--- config.mk ---
export PLATFORM = sky130hd
export DESIGN_NAME = dither_spi_top
export DESIGN_NICKNAME = d
export VERILOG_FILES = /design/src/source/dither_pkg.sv /design/src/source/dither_engine.sv /design/src/source/dither_spi_top.sv /design/src/source/frame_buffer.sv /design/src/source/spi_pixel_rx.sv /design/src/source/spi_pixel_tx.sv
export SDC_FILE = /design/constraint.sdc
export NUM_CORES = 2
export LEC_CHECK = 0
export ABC_AREA = 1
export BUFFER_PORTS_ARGS = -buffer_cell sky130_fd_sc_hd__clkbuf_2
export CAP_MARGIN = 0
export CELL_PAD_IN_SITES_DETAIL_PLACEMENT = 0
export CELL_PAD_IN_SITES_GLOBAL_PLACEMENT = 2
export CORE_MARGIN = 2
export CORE_UTILIZATION = 43
export DETAILED_ROUTE_END_ITERATION = 16
export GPL_ROUTABILITY_DRIVEN = 0
export MAX_ROUTING_LAYER = met4
export PLACE_DENSITY = 0.88
export REMOVE_ABC_BUFFERS = 1
export SYNTH_ARGS = -nofsm -noshare
export SYNTH_HDL_FRONTEND = slang
export SYNTH_SLANG_ARGS = --single-unit
--- constraint.sdc ---
create_clock -name SPI_CLK -period 18.68 [get_ports SPI_CLK]
set_clock_uncertainty 0.1 [all_clocks]
set_input_delay 1.868 -clock SPI_CLK [delete_from_list [all_inputs] [get_ports SPI_CLK]]
set_output_delay 1.868 -clock SPI_CLK [all_outputs]
set_load 0.05 [all_outputs]
--- src/source/dither_pkg.sv ---
`default_nettype none

package dither_pkg;

    // image limits
    localparam int MAX_DIM   = 16;
    localparam int ADDR_W    = $clog2(MAX_DIM * MAX_DIM);
    localparam int PIXEL_W   = 8;
    // counts the eight bits of a byte
    localparam int BIT_CNT_W = 3;
    // holds 1 to MAX_DIM
    localparam int DIM_W     = $clog2(MAX_DIM + 1);

    typedef logic [PIXEL_W-1:0] pixel_t;
    typedef logic [ADDR_W-1:0]  addr_t;

    // frame header as captured by rx
    // pixel_count is one bit wider than an address to hold MAX_DIM squared
    typedef struct packed {
        logic [DIM_W-1:0] width;
        logic [DIM_W-1:0] height;
        logic [ADDR_W:0]  pixel_count;
    } frame_dims_t;

    // one write port request
    typedef struct packed {
        logic   en;
        addr_t  addr;
        pixel_t data;
    } mem_wr_t;

    // one read port request
    typedef struct packed {
        logic  en;
        addr_t addr;
    } mem_rd_t;

    // memory owner follows the phase
    typedef enum logic [1:0] {
        PH_LOAD,
        PH_PROCESS,
        PH_READOUT
    } phase_t;

    // error diffusion weights in sixteenths
    localparam logic [3:0] WEIGHT_E  = 4'd7;
    localparam logic [3:0] WEIGHT_SW = 4'd3;
    localparam logic [3:0] WEIGHT_S  = 4'd5;
    localparam logic [3:0] WEIGHT_SE = 4'd1;

    // at or above this a pixel goes white
    localparam pixel_t THRESHOLD = 8'd128;

endpackage

`default_nettype wire

--- src/source/dither_engine.sv ---
`timescale 1ns/1ps
`default_nettype none

module dither_engine (
    input  logic                    SPI_CLK,
    input  logic                    rst,
    input  dither_pkg::phase_t      phase,
    input  dither_pkg::frame_dims_t dims,
    input  dither_pkg::pixel_t      rd_data,
    output dither_pkg::mem_wr_t     eng_wr,
    output dither_pkg::mem_rd_t     eng_rd,
    output logic                    process_done
);
    import dither_pkg::*;

    // each state writes the value read in the one before
    // and reads the next neighbour in the same cycle
    typedef enum logic [2:0] {
        S_IDLE,
        S_FETCH,
        S_QUANT,
        S_EAST,
        S_SWEST,
        S_SOUTH,
        S_SEAST,
        S_DONE
    } eng_state_t;

    eng_state_t       state;
    addr_t            idx;
    logic [DIM_W-1:0] col;
    logic [DIM_W-1:0] row;
    pixel_t           err;
    pixel_t           quant;
    logic             first_col;
    logic             last_col;
    logic             last_row;
    logic             last_pix;
    logic             e_ok;
    logic             sw_ok;
    logic             s_ok;
    logic             se_ok;
    addr_t            addr_e;
    addr_t            addr_sw;
    addr_t            addr_s;
    addr_t            addr_se;
    logic [3:0]       weight;
    logic [11:0]      spread;
    pixel_t           updated;

    // black or white
    assign quant = (rd_data >= THRESHOLD) ? {PIXEL_W{1'b1}} : '0;

    // image edges
    assign first_col = (col == '0);
    assign last_col  = (col == dims.width - 1'b1);
    assign last_row  = (row == dims.height - 1'b1);
    assign last_pix  = ({1'b0, idx} == dims.pixel_count - 1'b1);

    // neighbours inside the image
    assign e_ok  = !last_col;
    assign sw_ok = !last_row && !first_col;
    assign s_ok  = !last_row;
    assign se_ok = !last_row && !last_col;

    assign addr_e  = idx + 1'b1;
    assign addr_s  = idx + addr_t'(dims.width);
    assign addr_sw = addr_s - 1'b1;
    assign addr_se = addr_s + 1'b1;

    // weight of the neighbour whose value is on rd_data now
    always_comb begin
        case (state)
            S_EAST:  weight = WEIGHT_E;
            S_SWEST: weight = WEIGHT_SW;
            S_SOUTH: weight = WEIGHT_S;
            default: weight = WEIGHT_SE;
        endcase
    end

    // full width product then divide by 16, sum wraps at 256
    assign spread  = 12'(err) * 12'(weight);
    assign updated = rd_data + spread[11:4];

    always_comb begin
        eng_wr = '0;
        eng_rd = '0;
        case (state)
            S_FETCH: begin
                eng_rd.en   = 1'b1;
                eng_rd.addr = idx;
            end
            S_QUANT: begin
                eng_wr.en   = 1'b1;
                eng_wr.addr = idx;
                eng_wr.data = quant;
                eng_rd.en   = e_ok;
                eng_rd.addr = addr_e;
            end
            S_EAST: begin
                eng_wr.en   = e_ok;
                eng_wr.addr = addr_e;
                eng_wr.data = updated;
                eng_rd.en   = sw_ok;
                eng_rd.addr = addr_sw;
            end
            S_SWEST: begin
                eng_wr.en   = sw_ok;
                eng_wr.addr = addr_sw;
                eng_wr.data = updated;
                eng_rd.en   = s_ok;
                eng_rd.addr = addr_s;
            end
            S_SOUTH: begin
                eng_wr.en   = s_ok;
                eng_wr.addr = addr_s;
                eng_wr.data = updated;
                eng_rd.en   = se_ok;
                eng_rd.addr = addr_se;
            end
            S_SEAST: begin
                eng_wr.en   = se_ok;
                eng_wr.addr = addr_se;
                eng_wr.data = updated;
                // next pixel, or byte 0 so tx finds it on rd_data at readout
                eng_rd.en   = 1'b1;
                eng_rd.addr = last_pix ? '0 : addr_e;
            end
            default: begin
                eng_wr = '0;
                eng_rd = '0;
            end
        endcase
    end

    always_ff @(posedge SPI_CLK or posedge rst) begin
        if (rst) begin
            state <= S_IDLE;
            idx   <= '0;
            col   <= '0;
            row   <= '0;
        end else begin
            case (state)
                S_IDLE: begin
                    idx <= '0;
                    col <= '0;
                    row <= '0;
                    if (phase == PH_PROCESS) begin
                        state <= S_FETCH;
                    end
                end
                S_FETCH: state <= S_QUANT;
                S_QUANT: state <= S_EAST;
                S_EAST:  state <= S_SWEST;
                S_SWEST: state <= S_SOUTH;
                S_SOUTH: state <= S_SEAST;
                S_SEAST: begin
                    if (last_pix) begin
                        state <= S_DONE;
                    end else begin
                        // next pixel already read this cycle
                        state <= S_QUANT;
                        idx   <= idx + 1'b1;
                        if (last_col) begin
                            col <= '0;
                            row <= row + 1'b1;
                        end else begin
                            col <= col + 1'b1;
                        end
                    end
                end
                default: state <= S_IDLE;
            endcase
        end
    end

    // old minus new, modulo 256
    always_ff @(posedge SPI_CLK) begin
        if (state == S_QUANT) begin
            err <= rd_data - quant;
        end
    end

    assign process_done = (state == S_DONE);

    // diffusion never lands past the loaded frame
    assert property (@(posedge SPI_CLK) disable iff (rst)
        eng_wr.en |-> ({1'b0, eng_wr.addr} < dims.pixel_count));

endmodule

`default_nettype wire

--- src/source/dither_spi_top.sv ---
`timescale 1ns/1ps
`default_nettype none

module dither_spi_top (
    input  logic SPI_CLK,
    input  logic rst,
    input  logic SPI_CS,
    input  logic SPI_MOSI,
    output logic SPI_MISO,
    output logic frame_ready
);
    import dither_pkg::*;

    // memory requests toward the buffer
    mem_wr_t     rx_wr;
    mem_wr_t     eng_wr;
    mem_rd_t     eng_rd;
    mem_rd_t     tx_rd;
    // shared frame state
    frame_dims_t dims;
    phase_t      phase;
    pixel_t      rd_data;
    // phase hand-off pulses
    logic        load_done;
    logic        process_done;
    logic        readout_done;

    spi_pixel_rx u_rx (
        .SPI_CLK   (SPI_CLK),
        .rst       (rst),
        .SPI_CS    (SPI_CS),
        .SPI_MOSI  (SPI_MOSI),
        .phase     (phase),
        .rx_wr     (rx_wr),
        .dims      (dims),
        .load_done (load_done)
    );

    frame_buffer u_buf (
        .SPI_CLK      (SPI_CLK),
        .rst          (rst),
        .rx_wr        (rx_wr),
        .eng_wr       (eng_wr),
        .eng_rd       (eng_rd),
        .tx_rd        (tx_rd),
        .load_done    (load_done),
        .process_done (process_done),
        .readout_done (readout_done),
        .rd_data      (rd_data),
        .phase        (phase),
        .frame_ready  (frame_ready)
    );

    dither_engine u_eng (
        .SPI_CLK      (SPI_CLK),
        .rst          (rst),
        .phase        (phase),
        .dims         (dims),
        .rd_data      (rd_data),
        .eng_wr       (eng_wr),
        .eng_rd       (eng_rd),
        .process_done (process_done)
    );

    spi_pixel_tx u_tx (
        .SPI_CLK      (SPI_CLK),
        .rst          (rst),
        .SPI_CS       (SPI_CS),
        .phase        (phase),
        .dims         (dims),
        .rd_data      (rd_data),
        .tx_rd        (tx_rd),
        .SPI_MISO     (SPI_MISO),
        .readout_done (readout_done)
    );

endmodule

`default_nettype wire

--- src/source/frame_buffer.sv ---
`timescale 1ns/1ps
`default_nettype none

module frame_buffer (
    input  logic                SPI_CLK,
    input  logic                rst,
    input  dither_pkg::mem_wr_t rx_wr,
    input  dither_pkg::mem_wr_t eng_wr,
    input  dither_pkg::mem_rd_t eng_rd,
    input  dither_pkg::mem_rd_t tx_rd,
    input  logic                load_done,
    input  logic                process_done,
    input  logic                readout_done,
    output dither_pkg::pixel_t  rd_data,
    output dither_pkg::phase_t  phase,
    output logic                frame_ready
);
    import dither_pkg::*;

    // one byte per pixel in raster order
    pixel_t  mem [MAX_DIM*MAX_DIM];
    phase_t  phase_next;
    mem_wr_t wr_req;
    mem_rd_t rd_req;

    // load then process then readout then back to load
    always_comb begin
        phase_next = phase;
        case (phase)
            PH_LOAD: begin
                if (load_done) begin
                    phase_next = PH_PROCESS;
                end
            end
            PH_PROCESS: begin
                if (process_done) begin
                    phase_next = PH_READOUT;
                end
            end
            PH_READOUT: begin
                if (readout_done) begin
                    phase_next = PH_LOAD;
                end
            end
            default: phase_next = PH_LOAD;
        endcase
    end

    // frame_ready tracks the registered phase exactly
    always_ff @(posedge SPI_CLK or posedge rst) begin
        if (rst) begin
            phase       <= PH_LOAD;
            frame_ready <= 1'b0;
        end else begin
            phase       <= phase_next;
            frame_ready <= (phase_next == PH_READOUT);
        end
    end

    // grant the ports to this phase's owner
    always_comb begin
        wr_req = '0;
        rd_req = '0;
        case (phase)
            PH_LOAD: begin
                wr_req = rx_wr;
            end
            PH_PROCESS: begin
                wr_req = eng_wr;
                rd_req = eng_rd;
            end
            PH_READOUT: begin
                rd_req = tx_rd;
            end
            default: begin
                wr_req = '0;
                rd_req = '0;
            end
        endcase
    end

    // one write and one read per edge
    // read data lands one cycle after the request and holds until the next read
    always_ff @(posedge SPI_CLK) begin
        if (wr_req.en) begin
            mem[wr_req.addr] <= wr_req.data;
        end
        if (rd_req.en) begin
            rd_data <= mem[rd_req.addr];
        end
    end

    // each producer finishes only in its own phase
    assert property (@(posedge SPI_CLK) disable iff (rst)
        !(load_done && phase != PH_LOAD) && !(process_done && phase != PH_PROCESS)
            && !(readout_done && phase != PH_READOUT));

    // writers stay quiet outside the phase that owns the memory
    assert property (@(posedge SPI_CLK) disable iff (rst)
        !(rx_wr.en && phase != PH_LOAD) && !(eng_wr.en && phase != PH_PROCESS));

endmodule

`default_nettype wire

--- src/source/spi_pixel_rx.sv ---
`timescale 1ns/1ps
`default_nettype none

module spi_pixel_rx (
    input  logic                    SPI_CLK,
    input  logic                    rst,
    input  logic                    SPI_CS,
    input  logic                    SPI_MOSI,
    input  dither_pkg::phase_t      phase,
    output dither_pkg::mem_wr_t     rx_wr,
    output dither_pkg::frame_dims_t dims,
    output logic                    load_done
);
    import dither_pkg::*;

    // which byte of the stream comes next
    typedef enum logic [1:0] {
        RX_WIDTH,
        RX_HEIGHT,
        RX_PIXELS
    } rx_stage_t;

    rx_stage_t            stage;
    logic [BIT_CNT_W-1:0] bit_cnt;
    logic [PIXEL_W-2:0]   shift_reg;
    addr_t                wr_addr;
    logic                 bit_take;
    logic                 byte_end;
    pixel_t               rx_byte;
    logic [2*DIM_W-1:0]   area;
    logic                 last_pixel;

    // bits only count while CS is low in the load phase
    assign bit_take = !SPI_CS && (phase == PH_LOAD);
    assign byte_end = bit_take && (bit_cnt == '1);

    // full byte including the bit on the wire now
    assign rx_byte = {shift_reg, SPI_MOSI};

    // width already held when height arrives
    assign area = dims.width * rx_byte[DIM_W-1:0];
    assign last_pixel = ({1'b0, wr_addr} == dims.pixel_count - 1'b1);

    // msb first shift
    always_ff @(posedge SPI_CLK) begin
        if (bit_take) begin
            shift_reg <= rx_byte[PIXEL_W-2:0];
        end
    end

    always_ff @(posedge SPI_CLK or posedge rst) begin
        if (rst) begin
            stage     <= RX_WIDTH;
            bit_cnt   <= '0;
            wr_addr   <= '0;
            rx_wr     <= '0;
            dims      <= '0;
            load_done <= 1'b0;
        end else begin
            // write strobe and done are single cycle
            rx_wr.en  <= 1'b0;
            load_done <= 1'b0;
            if (bit_take) begin
                bit_cnt <= bit_cnt + 1'b1;
            end
            if (byte_end) begin
                case (stage)
                    RX_WIDTH: begin
                        dims.width <= rx_byte[DIM_W-1:0];
                        stage      <= RX_HEIGHT;
                    end
                    RX_HEIGHT: begin
                        dims.height      <= rx_byte[DIM_W-1:0];
                        dims.pixel_count <= area[ADDR_W:0];
                        wr_addr          <= '0;
                        stage            <= RX_PIXELS;
                    end
                    default: begin
                        rx_wr.en   <= 1'b1;
                        rx_wr.addr <= wr_addr;
                        rx_wr.data <= rx_byte;
                        wr_addr    <= wr_addr + 1'b1;
                        // last pixel hands the frame over and rearms for a header
                        if (last_pixel) begin
                            load_done <= 1'b1;
                            stage     <= RX_WIDTH;
                        end
                    end
                endcase
            end
        end
    end

    // header must describe a usable frame before pixels flow
    assert property (@(posedge SPI_CLK) disable iff (rst)
        (stage == RX_PIXELS) |-> (dims.width != '0) && (dims.height != '0)
            && (dims.width <= MAX_DIM) && (dims.height <= MAX_DIM));

endmodule

`default_nettype wire

--- src/source/spi_pixel_tx.sv ---
`timescale 1ns/1ps
`default_nettype none

module spi_pixel_tx (
    input  logic                    SPI_CLK,
    input  logic                    rst,
    input  logic                    SPI_CS,
    input  dither_pkg::phase_t      phase,
    input  dither_pkg::frame_dims_t dims,
    input  dither_pkg::pixel_t      rd_data,
    output dither_pkg::mem_rd_t     tx_rd,
    output logic                    SPI_MISO,
    output logic                    readout_done
);
    import dither_pkg::*;

    pixel_t               shift_reg;
    logic [BIT_CNT_W-1:0] bit_cnt;
    logic [ADDR_W:0]      byte_cnt;
    logic [ADDR_W:0]      next_byte;
    logic                 last_byte;
    logic                 shift_en;

    assign next_byte = byte_cnt + 1'b1;
    assign last_byte = (next_byte == dims.pixel_count);

    // stop after the final bit even if CS stays low
    assign shift_en = (phase == PH_READOUT) && !SPI_CS && !readout_done;

    // fetch at bit 6 so the byte is waiting on rd_data at bit 7
    always_comb begin
        tx_rd.en   = (bit_cnt == BIT_CNT_W'(PIXEL_W - 2)) && !last_byte;
        tx_rd.addr = next_byte[ADDR_W-1:0];
    end

    always_ff @(posedge SPI_CLK or posedge rst) begin
        if (rst) begin
            bit_cnt      <= '0;
            byte_cnt     <= '0;
            readout_done <= 1'b0;
        end else begin
            readout_done <= 1'b0;
            if (phase != PH_READOUT) begin
                bit_cnt  <= '0;
                byte_cnt <= '0;
            end else if (shift_en) begin
                bit_cnt <= bit_cnt + 1'b1;
                if (bit_cnt == '1) begin
                    byte_cnt <= next_byte;
                    if (last_byte) begin
                        readout_done <= 1'b1;
                    end
                end
            end
        end
    end

    // outside readout mirror rd_data
    // engine ends on a read of byte 0 so MSB is ready at the first readout edge
    always_ff @(posedge SPI_CLK) begin
        if (phase != PH_READOUT) begin
            shift_reg <= rd_data;
        end else if (shift_en) begin
            if (bit_cnt == '1) begin
                shift_reg <= rd_data;
            end else begin
                shift_reg <= {shift_reg[PIXEL_W-2:0], 1'b0};
            end
        end
    end

    assign SPI_MISO = (phase == PH_READOUT) && shift_reg[PIXEL_W-1];

endmodule

`default_nettype wire
Word-level counts from Yosys, hierarchy flattened
Memories as Yosys holds them, arrays and structs flattened. A register that Yosys moved wholly into a read port is not among the register bits.
Cells that the tools add are included.
{ "totals": {"regBits": 110, "ramBits": 2048, "inputBits": 4, "output_inout_bits": 2, "wordCells": 141, "mem_count": 1} }
{ "op_classes": {"add_sub_neg": 15, "mul": 2, "order_cmp": 1, "n_eq_ne": 23, "n_mux": 44, "bitwise": 2, "n_reduce_logical": 31} }
{ "memory_table": {"columns": ["memory", "depth", "word_bits", "read_ports", "rd_clocked_by_memory_dff", "wr", "line", "rtl"], "rows": [
  ["u_buf.mem", 256, 8, 1, 1, 1, "frame_buffer.sv:21", "pixel_t mem [MAX_DIM*MAX_DIM];"]
]} }
{ "ops": {"columns": ["cell", "n"], "rows": [
  ["$pmux 17 s5", 1],
  ["$pmux 9 s6", 1],
  ["$mux 8", 6],
  ["$mux 17", 2],
  ["$pmux 17 s2", 1],
  ["$pmux 8 s2", 2],
  ["$mux 9", 3],
  ["$add 8x1->8 const B", 3],
  ["$eq 3x3->1 const B", 7],
  ["$pmux 3 s7", 1],
  ["$mux 5", 4],
  ["$pmux 5 s2", 2],
  ["$eq 8x9->1", 2],
  ["$pmux 9 s2", 1],
  ["$reduce_and 2->1", 7],
  ["$mux 3", 4],
  ["$mul 8x3->11", 1],
  ["$add 5x1->5 const B", 2],
  ["$eq 5x5->1", 2],
  ["$sub 5x1->5 const B", 2],
  ["$add 9x1->9 const B", 1],
  ["$eq 9x9->1", 1],
  ["$mul 5x5->9", 1],
  ["$mux 1", 9],
  ["other kinds (27)", 52]
]} }

Depth between registers and ports, before layout
{ "depth": {"ltp_word": 8, "mapped_depth": 28, "mapped_depth_nobuf": 28} }

Cells and area by module
From an unflattened synthesis, not the netlist that was laid out.
{ "hier_totals": {"cells_unflattened": 9669, "area_unflattened_um2": 100408.8} }
{ "by_module_without_submodules": {"columns": ["mod", "n_inst", "cells_each", "area_per_inst_um2", "seq_area_each_um2"], "rows": [
  ["frame_buffer", 1, 8398, 91330.1, 61814.3],
  ["dither_engine", 1, 671, 4398.0, 765.7],
  ["spi_pixel_rx", 1, 429, 3402.0, 1461.4],
  ["spi_pixel_tx", 1, 171, 1278.7, 565.5]
]} }

Least setup slack after synthesis
OpenSTA, ideal clock, no wires.
{ "synth_timing": {"kind": "register to register", "startpoint": "reg u_buf.phase[0]", "endpoint": "mem u_buf.mem[0][7] in the netlist's numbering, data pin", "setup_ns": 2.187, "arrival_time_ns": 10.956, "required_ns": 16.393, "slack_ns": 5.436, "path_stages_with_launch": 6, "period_less_slack_ns": 13.244, "cell_sequence": "dfrtp_1 -> inv_1 -> ha_1 -> inv_1 -> clkbuf_1 -> o21ai_0"} }
{ "synth_rtl": {"columns": ["item", "line", "rtl"], "rows": [
  ["start: declaration", "frame_buffer.sv:15", "output dither_pkg::phase_t phase,"],
  ["start signal: assignment", "frame_buffer.sv:55", "phase <= phase_next;"],
  ["end: declaration", "frame_buffer.sv:21", null]
]} }

Final worst setup path
{ "layout_timing": {"startpoint": "reg u_rx.dims[0] (netlist name)", "endpoint": "reg u_buf.rd_data[4] (read register of u_buf.mem), data pin"} }
{ "layout_between": {"elab_chain_cells": 5, "word_cells_on_any_way": 8} }
{ "layout_lines": {"columns": ["item", "line", "rtl"], "rows": [
  ["$sub 9x1->9", "dither_engine.sv:58", "assign last_pix = ({1'b0, idx} == dims.pixel_count - 1'b1);"],
  ["$eq 8x9->1", "dither_engine.sv:58", null],
  ["$mux 8", "dither_engine.sv:127", "eng_rd.addr = last_pix ? '0 : addr_e;"],
  ["$pmux 9 s6", "dither_engine.sv:88", "case (state)"],
  ["$pmux 9 s2 *", "frame_buffer.sv:64", "case (phase)"],
  ["end: declaration", "frame_buffer.sv:14", "output dither_pkg::pixel_t rd_data,"]
]} }
Mark *: on every way between the ends. The rest lies on a longest branch, timed or not.
A chain may end at the register's enable or synchronous reset.

==> impl_metrics.toml <==
[synthesis]
synthAdderAreaFrac = 0.0119
ys_types = 63
syn_area_per_cell_sq_um = 10.4
synthArstFlopShare = 0.0402
syn_inst = 9493
synth.cell_area_sq_um = 98700
synth_edf_count = 2079
synth-simple-area-share = 0.226
synth_top_family_by_area = "simple AND/OR/NAND/NOR gates"
synth_xor_xnor_area_share = 0.00558
ys.flop_type = "edfxtp_1"
synth_seq_cells = 2166
synth-compound-area-share = 0.0173
synth_warnings = 0
post_synth_mux_area_share = 0.000571
ys_seq_area_frac = 0.655

[worst_setup_path]
worstPathArrival_ps = 8210
worst_ep_required_time_ps = 19210
startpoint_type = "register"
cp-end-kind = "register"
cp_slowest_cell = "buf_4"
max_stage_delay_ps = 860
crit_fanout = 183
worst_path_most_repeated_cell = "nand3_1"
path_class = "register to register"

[place]
dp_hpwl_um = 155000
place_area_sq_um = 101000
dp_slack_ps = 11080
placedCellCount = 12100
port_buffers = 5

[job]
drv_cap = 0

[timing]
holdWs_ps = 366
setup-tns-final_ps = 0
finalHoldViolCount = 0
period_needed_ps = 7690
max_clock_freq_mhz = 130
finalMaxSlewViolations = 0
setup_violations = 0
worstMarginPinSlew_ps = 1180
finalCritPeriodShare = 0.412
fin_ws_ps = 10990
rsz0062_at_grt = "no"
slew_headroom = 0.211

[pwr]
pwr-share-comb = 0.123
pwr-share-clk = 0.372
p_sw_mw = 3.21
vdd_drop_max_mv = 0.146
cellLeakagePower_nw = 43.1
p_per_area_nw_per_um2 = 112
fin_total_pwr_mw = 12.1
swShare = 0.266
p_seq_frac = 0.505
p_int_mw = 8.86

[clock_tree]
clk_pin_slew_worst_paths_ps = 60
cts_tree = "yes"
clk_latency_ps = 890
htreeDepth = 4
cts_resized = 0
cts_hold_buf = 0
clock-sinks = 2166
postCtsSetupBuffers = 0
cts_inserted_buffers = 224
root_buffer = "clkbuf_16"
ctsLongestPathBuffers = 3

[detailed_routing]
drtIter0Drc = 6909
drc_errors = 0
avgViaCountPerCell = 5.38
drt_wl_total_um = 282000
wl_per_cell_um = 22.6
drtPass1Iterations = 6
vias = 67200
ant_nets = 0

[layout]
largest_reg_flops = 2048
finish.utilization = 0.474
nNetsFinal = 9365
syn_to_final_growth_pct = 9.30
regMostFlops = "u_buf.mem"
fillCellCount = 20800
largestRegisters = "u_buf.mem x2048, u_rx.dims x19, u_rx.rx_wr x17"
fin_area_sq_um = 108000
stdcell_count = 12500
drive_gt1_frac = 0.0533

[global_route]
antenna_found_initial = 5
overflow = 0
grt_pass1_vias = 64200
grt_pass1_wl_um = 422000
grt_usage = 0.245
grt_start_max_net_pins = 222

[floorplanning]
die_x_um = 483
fp.dieArea_sq_um = 233000
io_pins = 6
die_h_um = 483
start_util = 0.433
num_rows = 175
fp.coreArea_sq_um = 228000

[hold_path]
hold_class = "register to register"

[run_status]
outcome = "complete, no violations"
-- worst paths after layout --
check                                            start                          end  slack (ps)  depth (start not counted)
setup / recovery              u_rx.dims[0]$_DFFE_PP0P_   u_buf.rd_data[4]$_DFFE_PP_       10990                         26
hold / removal             u_rx.shift_reg[5]$_DFFE_PP_  u_rx.shift_reg[6]$_DFFE_PP_         370                          0
setup reg to reg              u_rx.dims[0]$_DFFE_PP0P_   u_buf.rd_data[4]$_DFFE_PP_       10990                         26
hold reg to reg            u_rx.shift_reg[5]$_DFFE_PP_  u_rx.shift_reg[6]$_DFFE_PP_         370                          0
max in group asynchronous                          rst    u_rx.rx_wr[6]$_DFFE_PP0P_       16390                          3
min in group asynchronous                          rst    u_rx.dims[10]$_DFFE_PP0P_         790                          2
-- layout by cell type (no fill, tap or decap), types with 79 or more instances in the layout --
cell,n
nand2_1,2326
edfxtp_1,2079
nand3_1,1846
inv_1,1387
nor2_1,391
nand3b_1,288
clkbuf_16,227
o21ai_0,110
dfrtp_1,87
buf_4,79
-- worst max-delay path: cells and delay by family, from the launching register on --
| family | cells | cell delay [ps] |
|---|---|---|
| simple gates | 21 | 3670 |
| buf+inv | 4 | 2290 |
| flops | 1 | 470 |
| fa+ha+maj | 1 | 320 |
-- cells in the mapped netlist, drive strengths merged (21+ instances only) --
cell	number	area, sq um
o211ai	60	480
nor3	21	110
o21ai	124	628
edfxtp	2079	62400
xor2	44	393
inv	1393	5230
nand3b	288	2160
nand3	1847	9260
buf	439	2640
dfrtp	87	2180
nor2	398	1530
ha	67	838
nand2	2375	9000
clkbuf	103	415
a21oi	35	186
-- area by class of cell --
class | instances | area, sq um | area share
flip-flops and latches | 2166 | 64600 | 0.599
multi-input cells | 5387 | 26000 | 0.241
clock buffers | 274 | 5860 | 0.0543
inverters | 1398 | 5260 | 0.0488
well taps | 3009 | 3760 | 0.0349
clock inverters | 145 | 1430 | 0.0132
repair buffers | 100 | 938 | 0.00870
diodes | 3 | 7.51 | 0.0000696
-- cell families after synthesis --
kind of cell | after synthesis
mux | 5
compound gates | 274
flops | 2166
xor+xnor | 62
buf+inv | 1940
fa+ha+maj | 84
simple gates | 4962
-- power by group through the flow --
stage / clock network [mW] / logic [mW] / registers, mW
floorplan: 0 / 0.711 / 6.69
global placement: 0 / 1.47 / 6.19
detailed placement: 0 / 1.49 / 6.19
CTS: 4.55 / 1.50 / 6.09
global route: 4.73 / 1.61 / 6.10
finish: 4.49 / 1.48 / 6.09
-- routing by layer --
metal,part of all wire,global-route usage,wire length [um],vias up
met1,0.43,0.330,121000,33000
met3,0.072,0.0340,20400,462
met4,0.032,0.0798,9050,0
li1,-,-,-,31300
met2,0.47,0.385,132000,2482
met5,0,-,0,-
No activity file was read; power rests on OpenSTA's default activity.
